## src/logic/spi_regs_pkg.sv

```systemverilog
/*
 * SPI master register map
 * Bus addresses, control register fields and the control reset value
 */
package spi_regs_pkg;

    // Width of the register bus
    localparam int bus_addr_width = 6;
    localparam int bus_data_width = 32;

    // Register addresses on the bus, one word apart
    typedef enum logic [bus_addr_width-1:0] {
        addr_control = 6'h00,
        addr_trigger = 6'h04,
        addr_status  = 6'h08,
        addr_data_0  = 6'h10,
        addr_data_1  = 6'h14,
        addr_data_2  = 6'h18
    } reg_addr_e;

    // SCLK divider field
    localparam int ctl_divider_lsb = 0;
    localparam int ctl_divider_width = 3;
    // Transfer length field, holds the bit count minus one
    localparam int ctl_length_lsb = 3;
    localparam int ctl_length_width = 5;
    // Single bit mode flags
    localparam int ctl_lsb_first_bit = 8;
    localparam int ctl_ss_polarity_bit = 9;
    localparam int ctl_clock_polarity_bit = 10;

    // Divider 0, one bit, MSB first, SS active low, SCLK idle low
    localparam logic [bus_data_width-1:0] ctl_reset_value = 32'h0000_0000;

endpackage

```

## src/logic/spi_core_pkg.sv

```systemverilog
/*
 * SPI master core definitions
 * Lane count, datapath widths and the transfer engine states
 */
package spi_core_pkg;

    // Number of parallel MOSI/MISO lanes sharing SCLK and SS
    localparam int n_channels = 3;

    // Width of one transmit or receive word
    localparam int word_width = 32;

    // Bit count field, stores length minus one so 1 to 32 bits fit
    localparam int length_width = 5;

    // SCLK divider setting, 8 rates
    localparam int divider_width = 3;

    // Transfer engine states
    // Lead and trail each last one SCLK half period around the shift phase
    typedef enum logic [1:0] {
        state_idle  = 2'd0,
        state_lead  = 2'd1,
        state_shift = 2'd2,
        state_trail = 2'd3
    } engine_state_e;

endpackage

```

## src/logic/spi_sclk_gen.sv

```systemverilog
/*
 * SCLK generator
 * Produces half period ticks from the system clock and drives SCLK
 */
module spi_sclk_gen (
    input  logic clock,
    input  logic reset,
    input  logic enable,
    input  logic toggle,
    input  logic [spi_core_pkg::divider_width-1:0] divider_setting,
    input  logic clock_polarity,
    output logic half_tick,
    output logic sclk
);

    // One extra bit so the count can reach 2 * (divider + 1) - 1
    logic [spi_core_pkg::divider_width:0] tick_count;
    // SCLK relative to its idle level
    logic phase;

    // Terminal count is 2 * divider + 1, a half period of 2 * (divider + 1) cycles
    assign half_tick = enable && (tick_count == {divider_setting, 1'b1});

    always_ff @(posedge clock) begin
        if (!reset) begin
            tick_count <= '0;
            phase <= 1'b0;
        end else if (!enable) begin
            // Restart the half period cleanly for the next transfer
            tick_count <= '0;
            phase <= 1'b0;
        end else begin
            if (half_tick) begin
                tick_count <= '0;
            end else begin
                tick_count <= tick_count + 1'b1;
            end
            if (toggle) begin
                phase <= ~phase;
            end
        end
    end

    // Held at the idle level whenever the generator is off
    assign sclk = clock_polarity ^ (phase & enable);

endmodule

```

## src/logic/spi_reg_decode.sv

```systemverilog
/*
 * SPI register decoder
 * Turns bus strobes into control settings, transmit words and start requests
 */
module spi_reg_decode (
    input  logic clock,
    input  logic reset,
    input  logic bus_write,
    input  logic bus_read,
    input  logic [spi_regs_pkg::bus_addr_width-1:0] bus_address,
    input  logic [spi_regs_pkg::bus_data_width-1:0] bus_write_data,
    input  logic start,
    input  logic busy,
    input  logic [spi_core_pkg::word_width-1:0] rx_words [spi_core_pkg::n_channels],
    output logic [spi_regs_pkg::bus_data_width-1:0] bus_read_data,
    output logic [spi_core_pkg::divider_width-1:0] divider_setting,
    output logic [spi_core_pkg::length_width-1:0] transfer_length,
    output logic lsb_first,
    output logic ss_polarity,
    output logic clock_polarity,
    output logic [spi_core_pkg::word_width-1:0] tx_words [spi_core_pkg::n_channels],
    output logic start_request
);

    logic [spi_regs_pkg::bus_data_width-1:0] control_reg;
    spi_regs_pkg::reg_addr_e address;

    // Bus address seen as a register name
    assign address = spi_regs_pkg::reg_addr_e'(bus_address);

    // Split the control register into its fields
    assign divider_setting =
        control_reg[spi_regs_pkg::ctl_divider_lsb +: spi_regs_pkg::ctl_divider_width];
    assign transfer_length =
        control_reg[spi_regs_pkg::ctl_length_lsb +: spi_regs_pkg::ctl_length_width];
    assign lsb_first = control_reg[spi_regs_pkg::ctl_lsb_first_bit];
    assign ss_polarity = control_reg[spi_regs_pkg::ctl_ss_polarity_bit];
    assign clock_polarity = control_reg[spi_regs_pkg::ctl_clock_polarity_bit];

    // Any write to the trigger register starts a transfer, as does the start pin
    // The engine drops the request while a transfer is running
    assign start_request = (bus_write && address == spi_regs_pkg::addr_trigger) || start;

    always_ff @(posedge clock) begin
        if (!reset) begin
            control_reg <= spi_regs_pkg::ctl_reset_value;
        end else if (bus_write && address == spi_regs_pkg::addr_control) begin
            control_reg <= bus_write_data;
        end
    end

    // Transmit words are written through the data registers
    always_ff @(posedge clock) begin
        if (bus_write) begin
            case (address)
                spi_regs_pkg::addr_data_0: tx_words[0] <= bus_write_data;
                spi_regs_pkg::addr_data_1: tx_words[1] <= bus_write_data;
                spi_regs_pkg::addr_data_2: tx_words[2] <= bus_write_data;
                default: ;
            endcase
        end
    end

    // Read data is registered, so it is valid the cycle after the strobe
    // Data registers read back the received words, not the transmit words
    always_ff @(posedge clock) begin
        if (!reset) begin
            bus_read_data <= '0;
        end else if (bus_read) begin
            case (address)
                spi_regs_pkg::addr_control: bus_read_data <= control_reg;
                spi_regs_pkg::addr_status:  bus_read_data <= {31'b0, busy};
                spi_regs_pkg::addr_data_0:  bus_read_data <= rx_words[0];
                spi_regs_pkg::addr_data_1:  bus_read_data <= rx_words[1];
                spi_regs_pkg::addr_data_2:  bus_read_data <= rx_words[2];
                default:                    bus_read_data <= '0;
            endcase
        end
    end

endmodule

```

## src/logic/spi_transfer_engine.sv

```systemverilog
/*
 * SPI transfer engine
 * Sequences SS, the SCLK edges, the per-lane strobes and the done pulse
 */
module spi_transfer_engine (
    input  logic clock,
    input  logic reset,
    input  logic start_request,
    input  logic [spi_core_pkg::length_width-1:0] transfer_length,
    input  logic [spi_core_pkg::divider_width-1:0] divider_setting,
    input  logic clock_polarity,
    input  logic ss_polarity,
    output logic busy,
    output logic ss,
    output logic sclk,
    output logic load,
    output logic sample,
    output logic shift,
    output logic data_valid
);

    spi_core_pkg::engine_state_e state;
    // Counts SCLK edges in the shift state, up to 2 * 32 - 1
    logic [spi_core_pkg::length_width:0] edge_count;
    logic half_tick;
    logic toggle;
    logic last_edge;

    // SCLK only moves during the shift state
    assign toggle = half_tick && (state == spi_core_pkg::state_shift);

    // Final edge of a transfer of transfer_length + 1 bits
    assign last_edge = (edge_count == {transfer_length, 1'b1});

    // Even counts are leading edges, odd counts trailing edges
    assign sample = toggle && !edge_count[0];
    // No shift on the last edge, the lanes keep their final bit
    assign shift = toggle && edge_count[0] && !last_edge;

    assign busy = (state != spi_core_pkg::state_idle);

    // SS is active whenever busy, at the chosen polarity
    // Polarity 1 gives an active high SS
    assign ss = busy ~^ ss_polarity;

    spi_sclk_gen spi_sclk_gen_i (
        .clock(clock),
        .reset(reset),
        .enable(busy),
        .toggle(toggle),
        .divider_setting(divider_setting),
        .clock_polarity(clock_polarity),
        .half_tick(half_tick),
        .sclk(sclk)
    );

    always_ff @(posedge clock) begin
        if (!reset) begin
            state <= spi_core_pkg::state_idle;
            edge_count <= '0;
            load <= 1'b0;
            data_valid <= 1'b0;
        end else begin
            load <= 1'b0;
            data_valid <= 1'b0;
            case (state)
                spi_core_pkg::state_idle: begin
                    // Requests are only taken here, so a busy core ignores them
                    if (start_request) begin
                        state <= spi_core_pkg::state_lead;
                        edge_count <= '0;
                        load <= 1'b1;
                    end
                end
                spi_core_pkg::state_lead: begin
                    // Gives the lanes half a period to settle their first bit
                    if (half_tick) begin
                        state <= spi_core_pkg::state_shift;
                    end
                end
                spi_core_pkg::state_shift: begin
                    if (half_tick) begin
                        edge_count <= edge_count + 1'b1;
                        if (last_edge) begin
                            state <= spi_core_pkg::state_trail;
                        end
                    end
                end
                spi_core_pkg::state_trail: begin
                    // SS drops together with the done pulse
                    if (half_tick) begin
                        state <= spi_core_pkg::state_idle;
                        data_valid <= 1'b1;
                    end
                end
                default: state <= spi_core_pkg::state_idle;
            endcase
        end
    end

endmodule

```

## src/logic/spi_shift_channel.sv

```systemverilog
/*
 * SPI lane shift register
 * Serializes one transmit word on MOSI and assembles the word seen on MISO
 */
module spi_shift_channel (
    input  logic clock,
    input  logic reset,
    input  logic load,
    input  logic sample,
    input  logic shift,
    input  logic lsb_first,
    input  logic [spi_core_pkg::length_width-1:0] transfer_length,
    input  logic [spi_core_pkg::word_width-1:0] tx_word,
    input  logic miso,
    output logic mosi,
    output logic [spi_core_pkg::word_width-1:0] rx_word
);

    logic [spi_core_pkg::word_width-1:0] tx_reg;
    logic [spi_core_pkg::word_width-1:0] rx_reg;
    logic [spi_core_pkg::word_width-1:0] rx_next;
    // Bit position in flight, shared by the transmit and receive sides
    logic [spi_core_pkg::length_width-1:0] bit_pointer;
    logic final_bit;

    assign mosi = tx_reg[bit_pointer];

    // MSB first walks down to bit 0, LSB first walks up to bit n-1
    assign final_bit = lsb_first ? (bit_pointer == transfer_length) : (bit_pointer == '0);

    // Receive word with the incoming bit merged in at the current position
    always_comb begin
        rx_next = rx_reg;
        rx_next[bit_pointer] = miso;
    end

    always_ff @(posedge clock) begin
        if (!reset) begin
            bit_pointer <= '0;
        end else if (load) begin
            bit_pointer <= lsb_first ? '0 : transfer_length;
        end else if (shift) begin
            if (lsb_first) begin
                bit_pointer <= bit_pointer + 1'b1;
            end else begin
                bit_pointer <= bit_pointer - 1'b1;
            end
        end
    end

    // Bits above the transfer length stay zero because load clears them
    always_ff @(posedge clock) begin
        if (load) begin
            tx_reg <= tx_word;
            rx_reg <= '0;
        end else if (sample) begin
            rx_reg <= rx_next;
        end
    end

    // The visible word only changes once the last bit is in
    always_ff @(posedge clock) begin
        if (!reset) begin
            rx_word <= '0;
        end else if (sample && final_bit) begin
            rx_word <= rx_next;
        end
    end

endmodule

```

## src/logic/spi_master.sv

```systemverilog
/*
 * Multi-lane SPI master
 * Register port, transfer engine and one shift register per lane
 */
module spi_master (
    input  logic clock,
    input  logic reset,
    input  logic bus_write,
    input  logic bus_read,
    input  logic [spi_regs_pkg::bus_addr_width-1:0] bus_address,
    input  logic [spi_regs_pkg::bus_data_width-1:0] bus_write_data,
    input  logic start,
    input  logic [spi_core_pkg::n_channels-1:0] miso,
    output logic [spi_regs_pkg::bus_data_width-1:0] bus_read_data,
    output logic [spi_core_pkg::n_channels-1:0] mosi,
    output logic sclk,
    output logic ss,
    output logic data_valid,
    output logic [spi_core_pkg::word_width-1:0] data_out [spi_core_pkg::n_channels]
);

    logic [spi_core_pkg::divider_width-1:0] divider_setting;
    logic [spi_core_pkg::length_width-1:0] transfer_length;
    logic lsb_first;
    logic ss_polarity;
    logic clock_polarity;
    logic [spi_core_pkg::word_width-1:0] tx_words [spi_core_pkg::n_channels];
    logic start_request;
    logic busy;
    // Lane strobes from the engine
    logic load;
    logic sample;
    logic shift;

    spi_reg_decode spi_reg_decode_i (
        .clock(clock),
        .reset(reset),
        .bus_write(bus_write),
        .bus_read(bus_read),
        .bus_address(bus_address),
        .bus_write_data(bus_write_data),
        .start(start),
        .busy(busy),
        .rx_words(data_out),
        .bus_read_data(bus_read_data),
        .divider_setting(divider_setting),
        .transfer_length(transfer_length),
        .lsb_first(lsb_first),
        .ss_polarity(ss_polarity),
        .clock_polarity(clock_polarity),
        .tx_words(tx_words),
        .start_request(start_request)
    );

    spi_transfer_engine spi_transfer_engine_i (
        .clock(clock),
        .reset(reset),
        .start_request(start_request),
        .transfer_length(transfer_length),
        .divider_setting(divider_setting),
        .clock_polarity(clock_polarity),
        .ss_polarity(ss_polarity),
        .busy(busy),
        .ss(ss),
        .sclk(sclk),
        .load(load),
        .sample(sample),
        .shift(shift),
        .data_valid(data_valid)
    );

    // All lanes run in lock step off the same strobes
    for (genvar i = 0; i < spi_core_pkg::n_channels; i++) begin : g_lane
        spi_shift_channel spi_shift_channel_i (
            .clock(clock),
            .reset(reset),
            .load(load),
            .sample(sample),
            .shift(shift),
            .lsb_first(lsb_first),
            .transfer_length(transfer_length),
            .tx_word(tx_words[i]),
            .miso(miso[i]),
            .mosi(mosi[i]),
            .rx_word(data_out[i])
        );
    end

endmodule

```

## config.mk

```make
export PLATFORM = sky130hd
export DESIGN_NAME = spi_master
export DESIGN_NICKNAME = d
export VERILOG_FILES = /design/src/logic/spi_regs_pkg.sv /design/src/logic/spi_core_pkg.sv /design/src/logic/spi_sclk_gen.sv /design/src/logic/spi_reg_decode.sv /design/src/logic/spi_transfer_engine.sv /design/src/logic/spi_shift_channel.sv /design/src/logic/spi_master.sv
export SDC_FILE = /design/constraint.sdc
export NUM_CORES = 1
export LEC_CHECK = 0
export ABC_CLOCK_PERIOD_IN_PS = 3800
export BUFFER_PORTS_ARGS = -buffer_cell sky130_fd_sc_hd__buf_4
export CELL_PAD_IN_SITES_DETAIL_PLACEMENT = 2
export CELL_PAD_IN_SITES_GLOBAL_PLACEMENT = 2
export CORE_MARGIN = 2
export CORE_UTILIZATION = 36
export DETAILED_ROUTE_END_ITERATION = 10
export HOLD_SLACK_MARGIN = 0.1
export PLACE_DENSITY_LB_ADDON = 0.1
export SYNTH_ARGS = -nofsm -noshare
export SYNTH_HDL_FRONTEND = slang
export SYNTH_SLANG_ARGS = --single-unit
```

## constraint.sdc

```tcl
create_clock -name clock -period 3.8 [get_ports clock]
set_clock_uncertainty 0.15 [all_clocks]
set_input_delay 0.57 -clock clock [delete_from_list [all_inputs] [get_ports clock]]
set_output_delay 0.57 -clock clock [all_outputs]
set_load 0.005 [all_outputs]
```

## Word level (Yosys, flattened, before mapping)

Index checks and enable logic that the tools add are counted.

| storage, ports and cells | value |
|---|---|
| input port bits | 46 |
| word-level logic and storage cells | 134 |
| RAM bits | 0 |
| ROM bits | 0 |
| bits in latches | 0 |
| flip-flop bits (word level) | 478 |
| memories kept | 0 |

| operators by class | value |
|---|---|
| add/sub/neg operators | 8 |
| shifts and indexed selects | 0 |
| reductions and logical operators | 33 |
| muxes and demuxes | 40 |
| eq/ne operators | 18 |
| multiply operators | 0 |
| $lt $le $gt $ge | 6 |
| div/mod/pow operators | 0 |
| bitwise operators | 6 |

Operators by type and width:

| kind | count |
|---|---|
| 32-bit case mux with 5 select lines | 1 |
| 32-bit bitwise mux | 3 |
| 5-bit two-way mux | 10 |
| 6-bit by 5-bit equality test with 1-bit output, second input constant | 3 |
| 5-bit by 6-bit < comparator with 1-bit output, second input constant | 3 |
| 5-bit by 1-bit adder with 5-bit output, second input constant | 3 |
| 1-bit binary-select mux with 5-bit select | 3 |
| 1-bit demux with 5-bit select | 3 |
| 5-bit equality test | 3 |
| 5-bit by 1-bit greater-or-equal comparator with 1-bit output, second input constant | 3 |
| 5-bit logical NOT | 3 |
| 5-bit by 1-bit subtractor with 5-bit output, second input constant | 3 |
| 1-bit logical AND | 13 |
| 6-bit two-way mux | 2 |
| 6-bit case mux with 2 select lines | 1 |
| 2-bit AND reduction | 6 |
| 1-bit two-way mux | 11 |
| 2-bit two-way mux | 5 |
| 2-bit by 1-bit inequality test with 1-bit output, second input constant | 4 |
| 2-bit case mux with 4 select lines | 1 |
| 6-bit by 1-bit adder with 6-bit output, second input constant | 1 |
| 6-bit by 3-bit equality test with 1-bit output, second input constant | 1 |
| 6-bit by 4-bit equality test with 1-bit output, second input constant | 1 |
| 6-bit equality test | 1 |
| other kinds (17) | 23 |

## Logic depth before layout (Yosys ltp)

Gate-level depths: netlist (run 1).

| logic depth | value |
|---|---|
| depth in word-level cells | 7 |
| gate-level depth with buffers | 10 |

## Cells and area by module

Synthesis (run 1) repeated with hierarchy kept, for this count alone.

| second synthesis, totals | value |
|---|---|
| cells, all modules | 1893 |
| area total of the unflattened synthesis | 20953.8 um^2 |

By module, submodules not included:

| module | area each (um^2) | cells each | times used | sequential area each (um^2) |
|---|---|---|---|---|
| spi_shift_channel | 4636.9 | 449 | 3 | 2342.2 |
| spi_reg_decode | 6137.1 | 450 | 1 | 4164.0 |
| spi_transfer_engine | 678.2 | 73 | 1 | 200.2 |
| spi_sclk_gen | 227.7 | 23 | 1 | 100.1 |

## Worst setup path after synthesis (run 1)

No wires, ideal clock.

| path | value |
|---|---|
| kind | register to register |
| start point | register spi_transfer_engine_i.load |
| end point | register g_lane[0].spi_shift_channel_i.bit_pointer[4] (netlist name) |
| setup time | 0.142 ns |
| stages on the path, launching flop included | 4 |
| period minus slack after synthesis | 4.070 ns |
| arrival time | 3.778 ns |
| setup slack | -0.270 ns |
| path through | dfxtp_1 > clkinv_1 > o21ai_0 > a31oi_1 |

| between the ends | value |
|---|---|
| longest elaborated chain between the ends | 1 |

RTL lines:

| item | line | text |
|---|---|---|
| start: declaration | spi_transfer_engine.sv:16 | `output logic load,` |
| start signal: assignment | spi_transfer_engine.sv:61 | `load <= 1'b0;` |
| start signal: assignment | spi_transfer_engine.sv:64 | `load <= 1'b0;` |
| start signal: assignment | spi_transfer_engine.sv:72 | `load <= 1'b1;` |
| 5-bit two-way mux / 2-bit nonzero test (equally long branches) | n/a |  |
| end signal: assignment | spi_shift_channel.sv:41 | `bit_pointer <= lsb_first ? '0 : transfer_length;` |
| end signal: assignment | spi_shift_channel.sv:44 | `bit_pointer <= bit_pointer + 1'b1;` |
| end signal: assignment | spi_shift_channel.sv:46 | `bit_pointer <= bit_pointer - 1'b1;` |
| end: declaration | spi_shift_channel.sv:23 | `logic [spi_core_pkg::length_width-1:0] bit_pointer;` |

Several ways; a longest one is shown, not always the timed one.
A chain may end at the register's enable or synchronous reset.

## Worst setup path after layout (run 1)

| path | value |
|---|---|
| start point | register g_lane[1].spi_shift_channel_i.bit_pointer[1] (netlist name) |
| end point | output mosi[1] (netlist name) |

| between the ends | value |
|---|---|
| longest elaborated chain between the ends | 2 |

RTL lines:

| item | line | text |
|---|---|---|
| start: declaration | spi_shift_channel.sv:23 |  |
| start signal: assignment | spi_shift_channel.sv:41 |  |
| start signal: assignment | spi_shift_channel.sv:44 |  |
| start signal: assignment | spi_shift_channel.sv:46 |  |
| 1-bit binary-select mux with 5-bit select | spi_shift_channel.sv:26 | `assign mosi = tx_reg[bit_pointer];` |
| 1-bit two-way mux (not written as such) | spi_shift_channel.sv:26 |  |
| end: declaration | spi_master.sv:15 | `output logic [spi_core_pkg::n_channels-1:0] mosi,` |

Every way passes these cells. The select of a mux whose other input is x is not followed.

==> results of run 1 <==
==> Yosys cell counts, types with 15 or more instances <==
| library cell | count |
|---|---|
| dfxtp_1 | 286 |
| nor2_1 | 221 |
| edfxtp_1 | 192 |
| mux2i_1 | 133 |
| nand2_1 | 133 |
| a21oi_1 | 111 |
| clkbuf_1 | 93 |
| nor4_2 | 82 |
| o21ai_0 | 69 |
| a311oi_1 | 63 |
| buf_2 | 55 |
| nand3_1 | 49 |
| o211a_1 | 35 |
| xnor2_1 | 35 |
| a222oi_1 | 31 |
| a221o_1 | 30 |
| buf_4 | 29 |
| nand4_1 | 27 |
| mux4_2 | 24 |
| inv_1 | 19 |
| nor3_1 | 16 |
| ha_1 | 15 |
==> worst paths after layout <==
kind / start / endpoint / depth (start not counted)
max: g_lane[1].spi_shift_channel_i.bit_pointer[1] / mosi[1] / 4
min reg2reg: spi_reg_decode_i.tx_words[60] / g_lane[1].spi_shift_channel_i.tx_reg[28] / 0
min: bus_address[5] / spi_reg_decode_i.bus_read_data[0] / 4
max reg2reg: spi_transfer_engine_i.state[1] / g_lane[2].spi_shift_channel_i.rx_word[24] / 9
==> stage by stage <==
| step | total power, mW | hold slack (ps) | worst slack (ps) |
|---|---|---|---|
| 2_1_floorplan | 7.076 | 250.3 | 951.6 |
| 3_3_place_gp | 7.853 | 250.4 | 711.0 |
| 3_5_place_dp | 7.936 | 255.5 | 634.8 |
| 4_1_cts | 13.56 | 144.2 | 1.052 |
| 5_1_grt | 13.91 | 179.7 | 154.0 |
| 6_report | 13.45 | 162.4 | 241.2 |
==> power by group <==
group	leakage, nW	switching [mW]	internal [mW]
clock network	0.950	2.26	3.34
logic	3.68	1.45	0.628
registers	4.06	0.229	5.55
==> cells by family after synthesis <==
group           Yosys count  share of synthesized area, %
mux                     158                         8.933
buf+inv                 220                         5.147
simple gates            611                         16.28
compound gates          374                         12.74
flops                   478                         54.08
xor+xnor                 40                         1.649
fa+ha+maj                18                         1.166
==> routing by layer <==
| layer | share of wire [%] | vias up |
|---|---|---|
| li1 | - | 7347 |
| met5 | 0 | - |
| met2 | 48 | 455 |
| met1 | 45 | 8917 |
| met3 | 4.9 | 91 |
| met4 | 2.0 | 0 |
==> what timing repair did <==
item	4_1_cts	5_1_grt
setup buffers	0	0
setup endpoints to repair	2	1
hold buffers	33	0
endpoints found under the hold margin	124	0
resized for setup	3	1
==> critical path, delay by kind of cell (launching register included) <==
kind	cells	cell delay (ps)
flops	1	920
compound gates	1	350
simple gates	1	210
mux	1	520
buf+inv	1	190
==> cell type report <==
cell class                 count  area (um^2)
clock buffer                  75         1550
clock inverter                27        367.9
fill                        5919        33360
inverter                      25        95.09
multi-input combinational   1201         8680
sequential                   478        11500
tap                          773        967.2
timing repair buffer         272         2162
==> run_results.csv, run 1 <==
group,metric,value,unit
route,wirelength,84830,um
synth,synth_edf_count,192,
worst_setup_path,critPathKind,"reg -> out",
die,die_h,246.9,um
place,io_buffers,179,
die,initial_core_util,36.21,%
clock_tree,clock-sinks,478,
clock_tree,cts-root-buf,"clkbuf_16",
final_layout,final_area,25330,um^2
route,dr.pass1.iters,6,
sta,tns,0,ps
synth,yosysSeqAreaShare,54.08,%
grt,grt.overflow.total,0,
die,fp.dieW,246.9,um
final_layout,fin_util,43.16,%
place,place_congestion,0.8127,
synth,synth_nets,1963,
clock_tree,insertion_delay,630,ps
synth,synth-seq-cells,478,
grt,antenna_found_initial,0,
worst_setup_path,crit_path_end_kind,"output pin",
synth,yosysTopAreaCellShare,27.13,%
status,status,"completed",
final_layout,diodes,0,
hold_path,worstHoldPathType,"in -> reg",
clock_tree,clk_path_buf_depth,3,
synth,yosys_warnings,0,
synth,yosys-top-cells-area,"edfxtp_1 27%, dfxtp_1 27%, mux2i_1 6.3%",
power_and_ir_drop,p_leak,8.695,nW
route,wl_per_cell,29.75,um
route,drc,0,
route,drtIter0Drc,1271,
sta,fin_crit_sh,93.65,%
worst_setup_path,cp_data_required_time,3080,ps
grt,first_global_vias,17600,
place,place.detailed.hpwl,57880,um
sta,maxSlewHeadroom,27.87,%
worst_setup_path,cp.arrival,2840,ps
synth,synthCells,1899,
worst_setup_path,cp-start-kind,"flip-flop",
final_layout,fin_cells,2851,
worst_setup_path,worst_path_max_delay_cell,"dfxtp_1",
grt,track_usage,27.68,%
place,dp.cells,2716,
grt,grt_most_used_layer,"met2",
grt,met1_usage,38.08,%
worst_setup_path,crit_path_cell_trace,"mux4_2 -> a221oi_1 -> nand4_1 -> buf_4",
sta,clock.fmax,281.0,MHz
final_layout,drive_above_1_share,22.33,%
die,dieArea,60980,um^2
grt,grt_max_degree,130,
clock_tree,clkTransAtPathRegs,60,ps
sta,rsz0062_at_grt,"false",
power_and_ir_drop,power_density,531.3,nW/um^2
synth,yosysTopAreaCell,"edfxtp_1",
synth,syn_area,21250,um^2
route,via_count,16810,
clock_tree,h-tree-depth,2,
grt,use_met2,46.19,%
grt,grt_pass1_wl,124100,um
sta,setup_viol,0,
sta,slew_viol_final,0,
power_and_ir_drop,vdd.ir_drop.worst,356.1,uV
worst_setup_path,slowest_delay,920,ps
synth,synth.distinct_cells,61,
synth,ys.flop_type,"dfxtp_1",
die,pin_count,180,
route,vias_per_cell,5.896,
sta,tightest_slew,1082,ps
run,max-cap-violations,0,
worst_setup_path,critPathMaxFanout,12,
synth,ys_async_sr_fraction,0,%
final_layout,syn2layout_area_growth,19.19,%
grt,met3_usage,3.397,%
sta,final_hold_viol_count,0,
route,ant_nets,0,
clock_tree,numCtsBuffers,54,
die,num_rows,89,
final_layout,final_cell_mix,"280 x dfxtp_1, 236 x buf_4, 219 x nor2_1",
die,core-area,58690,um^2
synth,avgSynthCellArea,11.19,um^2
sta,period_needed,3559,ps
final_layout,final_common_cell,"dfxtp_1",
place,dpl-instance-area,23070,um^2
clock_tree,cts_tree,"built",
final_layout,fin_nets,2096,
worst_setup_path,reg2reg_slack,830,ps
Power figures use the tool's default switching activity.
==> inputs of run 2 (changes only) <==
- ABC_CLOCK_PERIOD_IN_PS: 3800 -> unset
- CORE_UTILIZATION: 36 -> 35
==> run 2 against run 1 <==
  * Sequential cell count unchanged
  * First-iteration DRC count rose by 5.4%
  * Power rose by 0.35%
  * Critical path type unchanged
  * Highest routed layer is now met5
  * Largest power group unchanged
==> run_results.csv, run 2 (synthesized netlist as in run 1, its figures left out) <==
group,metric,value,unit
sta,tns,0,ps
die,fp.dieW,250.4,um
worst_setup_path,crit_path_end_kind,"output pin",
clock_tree,cts_setup_buffers,0,
power_and_ir_drop,clkPwrFrac,41.8,%
worst_setup_path,critPathKind,"reg -> out",
power_and_ir_drop,p_seq_share,42.9,%
grt,antenna_found_initial,7,
final_layout,syn2layout_area_growth,19.30,%
die,num_rows,90,
final_layout,diodes,0,
route,dr.pass1.iters,6,
power_and_ir_drop,power_density,532.6,nW/um^2
die,initial_core_util,35.33,%
worst_setup_path,reg2reg_depth,8,
final_layout,final_common_cell,"dfxtp_1",
power_and_ir_drop,p_int,9.540,mW
place,io_buffers,179,
route,drc,0,
power_and_ir_drop,swShare,29.34,%
hold_path,worstHoldPathType,"in -> reg",
clock_tree,clk_path_buf_depth,3,
sta,final_hold_viol_count,0,
power_and_ir_drop,netSwitchingPower,3.962,mW
sta,period_needed,3643,ps
worst_setup_path,reg2reg_to,"g_lane[2].spi_shift_channel_i.rx_word[9]",
clock_tree,numCtsBuffers,54,
sta,maxSlewHeadroom,6.510,%
worst_setup_path,reg2reg_slack,720,ps
final_layout,fin_util,42.16,%
power_and_ir_drop,vdd.ir_drop.worst,393.3,uV
clock_tree,clkTransAtPathRegs,60,ps
place,place.detailed.hpwl,59840,um
worst_setup_path,worstSetupEndpoint,"mosi[1]",
status,status,"completed",
worst_setup_path,cp.arrival,2920,ps
worst_setup_path,startpoint,"g_lane[1].spi_shift_channel_i.bit_pointer[0]",
sta,fin_crit_sh,95.86,%
final_layout,final_cell_mix,"284 x dfxtp_1, 232 x buf_4, 219 x nor2_1",
route,ant_nets,0,
die,pin_count,180,
clock_tree,h-tree-depth,2,
route,wirelength,86270,um
worst_setup_path,r2r-start,"spi_transfer_engine_i.state[0]",
sta,slew_viol_final,0,
power_and_ir_drop,finalPower,13.50,mW
worst_setup_path,cp-start-kind,"flip-flop",
clock_tree,cts_tree,"built",
power_and_ir_drop,power_frac_comb,15.3,%
sta,rsz0062_at_grt,"false",
hold_path,hold_start,"bus_address[5]",
route,via_count,16790,
clock_tree,cts_resized,0,
grt,grt_max_degree,184,
grt,track_usage,27.23,%
clock_tree,cts-root-buf,"clkbuf_16",
die,die_h,250.4,um
run,max-cap-violations,0,
place,place_congestion,0.8417,
grt,grt.overflow.total,0,
final_layout,drive_above_1_share,22.06,%
die,dieArea,62700,um^2
worst_setup_path,cp_data_required_time,3080,ps
power_and_ir_drop,p_leak,8.697,nW
grt,first_global_vias,17730,
route,vias_per_cell,5.873,
die,core-area,60130,um^2
sta,tightest_slew,1402,ps
sta,clock.fmax,274.5,MHz
sta,setup_viol,0,
route,drtIter0Drc,1339,
final_layout,fill_cells,6155,
final_layout,fin_nets,2094,
worst_setup_path,critPathMaxFanout,7,
clock_tree,insertion_delay,620,ps
clock_tree,clock-sinks,478,
grt,grt_pass1_wl,126300,um
route,wl_per_cell,30.19,um
## run 2: changes by cell type in the layout (fill, tap and decap cells not counted), moves of 2 or more
| cell | previous run | this run |
|---|---|---|
| buf_4 | 236 | 232 |
| dfxtp_1 | 280 | 284 |
| buf_12 | 3 | 5 |
| dfxtp_2 | 4 | 0 |
| clkbuf_8 | 12 | 7 |
## run 2: what timing repair did
| action | 4_1_cts | 5_1_grt |
|---|---|---|
| hold endpoints to repair | 120 | 0 |
| endpoints found under the setup margin | 0 | 0 |
| hold buffers | 33 | 0 |
## run 2: per-stage QoR
step | hold slack [ps] | instance area, um^2 | setup slack, ps | cells
after floorplan | 250.3 | 21250 | 951.6 | 1899
after global placement | 251.1 | 23090 | 793.7 | 2723
after detailed placement | 256.8 | 23090 | 714.9 | 2723
after CTS | 162.1 | 25350 | 71.04 | 2858
after global routing | 195.0 | 25350 | 8.771 | 2858
final | 214.3 | 25350 | 157.2 | 2858
## run 2: worst min-delay path by stage
stage	endpoint	slack [ps]	depth (start not counted)
2_1_floorplan	g_lane[0].spi_shift_channel_i.tx_reg[0]	250	0
3_5_place_dp	g_lane[1].spi_shift_channel_i.tx_reg[17]	260	0
6_report	spi_reg_decode_i.bus_read_data[0]	210	4
4_1_cts	spi_reg_decode_i.bus_read_data[0]	160	4
5_1_grt	g_lane[0].spi_shift_channel_i.rx_word[23]	190	2
3_3_place_gp	g_lane[1].spi_shift_channel_i.tx_reg[7]	250	0
## run 2: final cells by class
type,instances,area (um^2),area share [%]
Sequential cell,478,11500,45.36
Multi-Input combinational cell,1201,8680,34.24
Timing Repair Buffer,270,2172,8.569
Clock buffer,71,1506,5.943
Tap cell,782,978.4,3.860
Clock inverter,31,419.2,1.654
Inverter,25,95.09,0.3751
## run 2: power by group through the flow
stage | Combinational, mW | Clock [mW] | Sequential, mW
5_1_grt | 2.21 | 5.95 | 5.81
3_5_place_dp | 2.03 | 0 | 5.90
6_report | 2.07 | 5.64 | 5.79
2_1_floorplan | 1.30 | 0 | 5.78
3_3_place_gp | 1.99 | 0 | 5.87
4_1_cts | 2.08 | 5.76 | 5.79
## run 2: worst max-delay path: stages, from the launching register on
cell      delay (ps)
dfxtp_1          600
buf_4            300
mux4_2           530
inv_1            120
o22ai_1           80
a221oi_1         230
nand4_1          230
buf_4            200
## run 2: metal layers
layer / share of wire, % / vias up / wire length (um) / track usage, %
met1: 45 / 8831 / 38710 / 37.85
met5: 0.031 / - / 27 / 0
met3: 5.4 / 104 / 4668 / 3.596
met4: 2.3 / 4 / 2013 / 7.151
li1: - / 7345 / - / -
met2: 47 / 502 / 40850 / 44.75
==> inputs of run 3 (changes only) <==
- REMOVE_ABC_BUFFERS: unset -> 1
- clock period: 3.8 -> 3.44 ns (I/O delays scaled with it)
==> run 3 against run 2 <==
  * First-iteration DRC count is 4.5% higher
  * Highest routed layer unchanged
  * Non-clock buffer count is 19 higher
  * Hold slack worse by 18 ps
  * Final area is 0.74% higher
  * Cell count is 0.56% higher
  * Utilization is 0.31 points higher
  * Via count is 0.96% lower
  * Setup slack worse by 50 ps
  * Sequential power is 10% higher
==> run_results.csv, run 3 (synthesized netlist as in run 1, its figures left out) <==
group,metric,value,unit
sta,tightest_slew,969.1,ps
status,status,"completed",
sta,setup_viol,0,
worst_setup_path,worstSetupEndpoint,"mosi[2]",
power_and_ir_drop,vdd.ir_drop.worst,390.5,uV
sta,final_hold_viol_count,0,
grt,track_usage,26.29,%
route,wirelength,82930,um
grt,grt.overflow.total,0,
final_layout,final_cell_mix,"278 x dfxtp_1, 244 x buf_4, 219 x nor2_1",
worst_setup_path,reg2reg_to,"g_lane[2].spi_shift_channel_i.rx_reg[7]",
final_layout,fin_nets,2113,
clock_tree,clk_path_buf_depth,3,
power_and_ir_drop,p_leak,8.786,nW
die,dieArea,62700,um^2
worst_setup_path,reg2reg_slack,440,ps
clock_tree,cts_tree,"built",
place,place_congestion,0.8166,
place,dp.cells,2739,
die,initial_core_util,35.33,%
final_layout,drive_above_1_share,22.94,%
die,core-area,60130,um^2
sta,slew_viol_final,0,
die,fp.dieW,250.4,um
clock_tree,cts-root-buf,"clkbuf_16",
die,die_h,250.4,um
grt,antenna_found_initial,1,
place,io_buffers,179,
sta,rsz0062_at_grt,"false",
final_layout,final_area,25540,um^2
clock_tree,numCtsBuffers,54,
worst_setup_path,reg2reg_depth,8,
hold_path,hold_path_depth,3,
sta,period_needed,3333,ps
route,wl_per_cell,28.86,um
final_layout,syn2layout_area_growth,20.19,%
sta,clock.fmax,300.0,MHz
clock_tree,insertion_delay,630,ps
final_layout,seq_area,11510,um^2
route,drtIter0Drc,1399,
run,max-cap-violations,0,
sta,maxSlewHeadroom,35.24,%
grt,grt_max_degree,102,
route,vias_per_cell,5.785,
clock_tree,clkTransAtPathRegs,60,ps
die,num_rows,90,
worst_setup_path,critPathKind,"reg -> out",
worst_setup_path,crit_path_end_kind,"output pin",
final_layout,final_common_cell,"dfxtp_1",
clock_tree,h-tree-depth,2,
final_layout,multi_input_area,8702,um^2
worst_setup_path,critPathMaxFanout,5,
route,via_count,16630,
die,pin_count,180,
final_layout,fill_cells,6159,
route,drc,0,
worst_setup_path,cp-start-kind,"flip-flop",
worst_setup_path,cp_data_required_time,2770,ps
final_layout,fin_cells,2874,
place,place.detailed.hpwl,56710,um
final_layout,diodes,0,
hold_path,worstHoldPathType,"in -> reg",
sta,fin_crit_sh,96.90,%
power_and_ir_drop,finalPower,14.83,mW
worst_setup_path,r2r-start,"spi_transfer_engine_i.state[0]",
worst_setup_path,startpoint,"g_lane[2].spi_shift_channel_i.bit_pointer[0]",
clock_tree,clock-sinks,478,
place,dpl-instance-area,23270,um^2
route,dr.pass1.iters,6,
worst_setup_path,cp.arrival,2670,ps
power_and_ir_drop,power_density,580.5,nW/um^2
grt,grt_pass1_wl,122700,um
grt,first_global_vias,17580,
route,ant_nets,0,
sta,holdWs,195.8,ps
final_layout,fin_util,42.47,%
## run 3: layout make-up
class	instances	share of cell area, %
clock buffer	71	6.139
timing repair buffer	289	9.290
tap	782	3.831
sequential	478	45.08
clock inverter	28	1.215
multi-input combinational	1201	34.08
inverter	25	0.3724
## run 3: worst min path at each step
stage,startpoint,end,slack (ps)
2_1_floorplan,spi_reg_decode_i.tx_words[64],g_lane[0].spi_shift_channel_i.tx_reg[0],250
3_3_place_gp,spi_reg_decode_i.tx_words[2],g_lane[2].spi_shift_channel_i.tx_reg[2],250
3_5_place_dp,spi_reg_decode_i.tx_words[19],g_lane[2].spi_shift_channel_i.tx_reg[19],260
4_1_cts,bus_address[2],spi_transfer_engine_i.load,180
5_1_grt,spi_reg_decode_i.tx_words[58],g_lane[1].spi_shift_channel_i.tx_reg[26],270
6_report,bus_address[2],spi_transfer_engine_i.load,200
## run 3: worst max-delay path, cell delays in order, from the launching register on
cell and delay [ps]:
dfxtp_4 410, buf_4 180, mux4_2 550, a221oi_4 380, nand4_1 290, buf_4 230
## run 3: where the power goes
group | total, mW | switching (mW) | internal, mW
sequential | 6.39 | 0.261 | 6.13
combinational | 2.34 | 1.60 | 0.742
clock | 6.09 | 2.51 | 3.58
total | 14.8 | 4.37 | 10.5
## run 3: routing by layer
| layer | global-route usage [%] | vias up | wire, um | part of all wire (%) |
|---|---|---|---|---|
| li1 | - | 7372 | - | - |
| met1 | 34.18 | 8670 | 35370 | 43 |
| met2 | 44.75 | 446 | 40740 | 49 |
| met3 | 3.336 | 135 | 3706 | 4.5 |
| met4 | 9.889 | 2 | 3113 | 3.8 |
| met5 | 0 | - | 12 | 0.014 |
## run 3: through the flow
step / worst slack (ps) / TNS, ps
2_1_floorplan: -6733 / -1103260
3_3_place_gp: 540.1 / 0
3_5_place_dp: 419.5 / 0
4_1_cts: 0.8342 / 0
5_1_grt: 16.55 / 0
6_report: 106.7 / 0
## run 3: repair_timing
item,CTS,global route
setup buffers,0,0
hold buffers,36,0
setup endpoints to repair,3,2
pin swaps,1,2
endpoints found under the hold margin,133,0
gates resized for setup,6,4
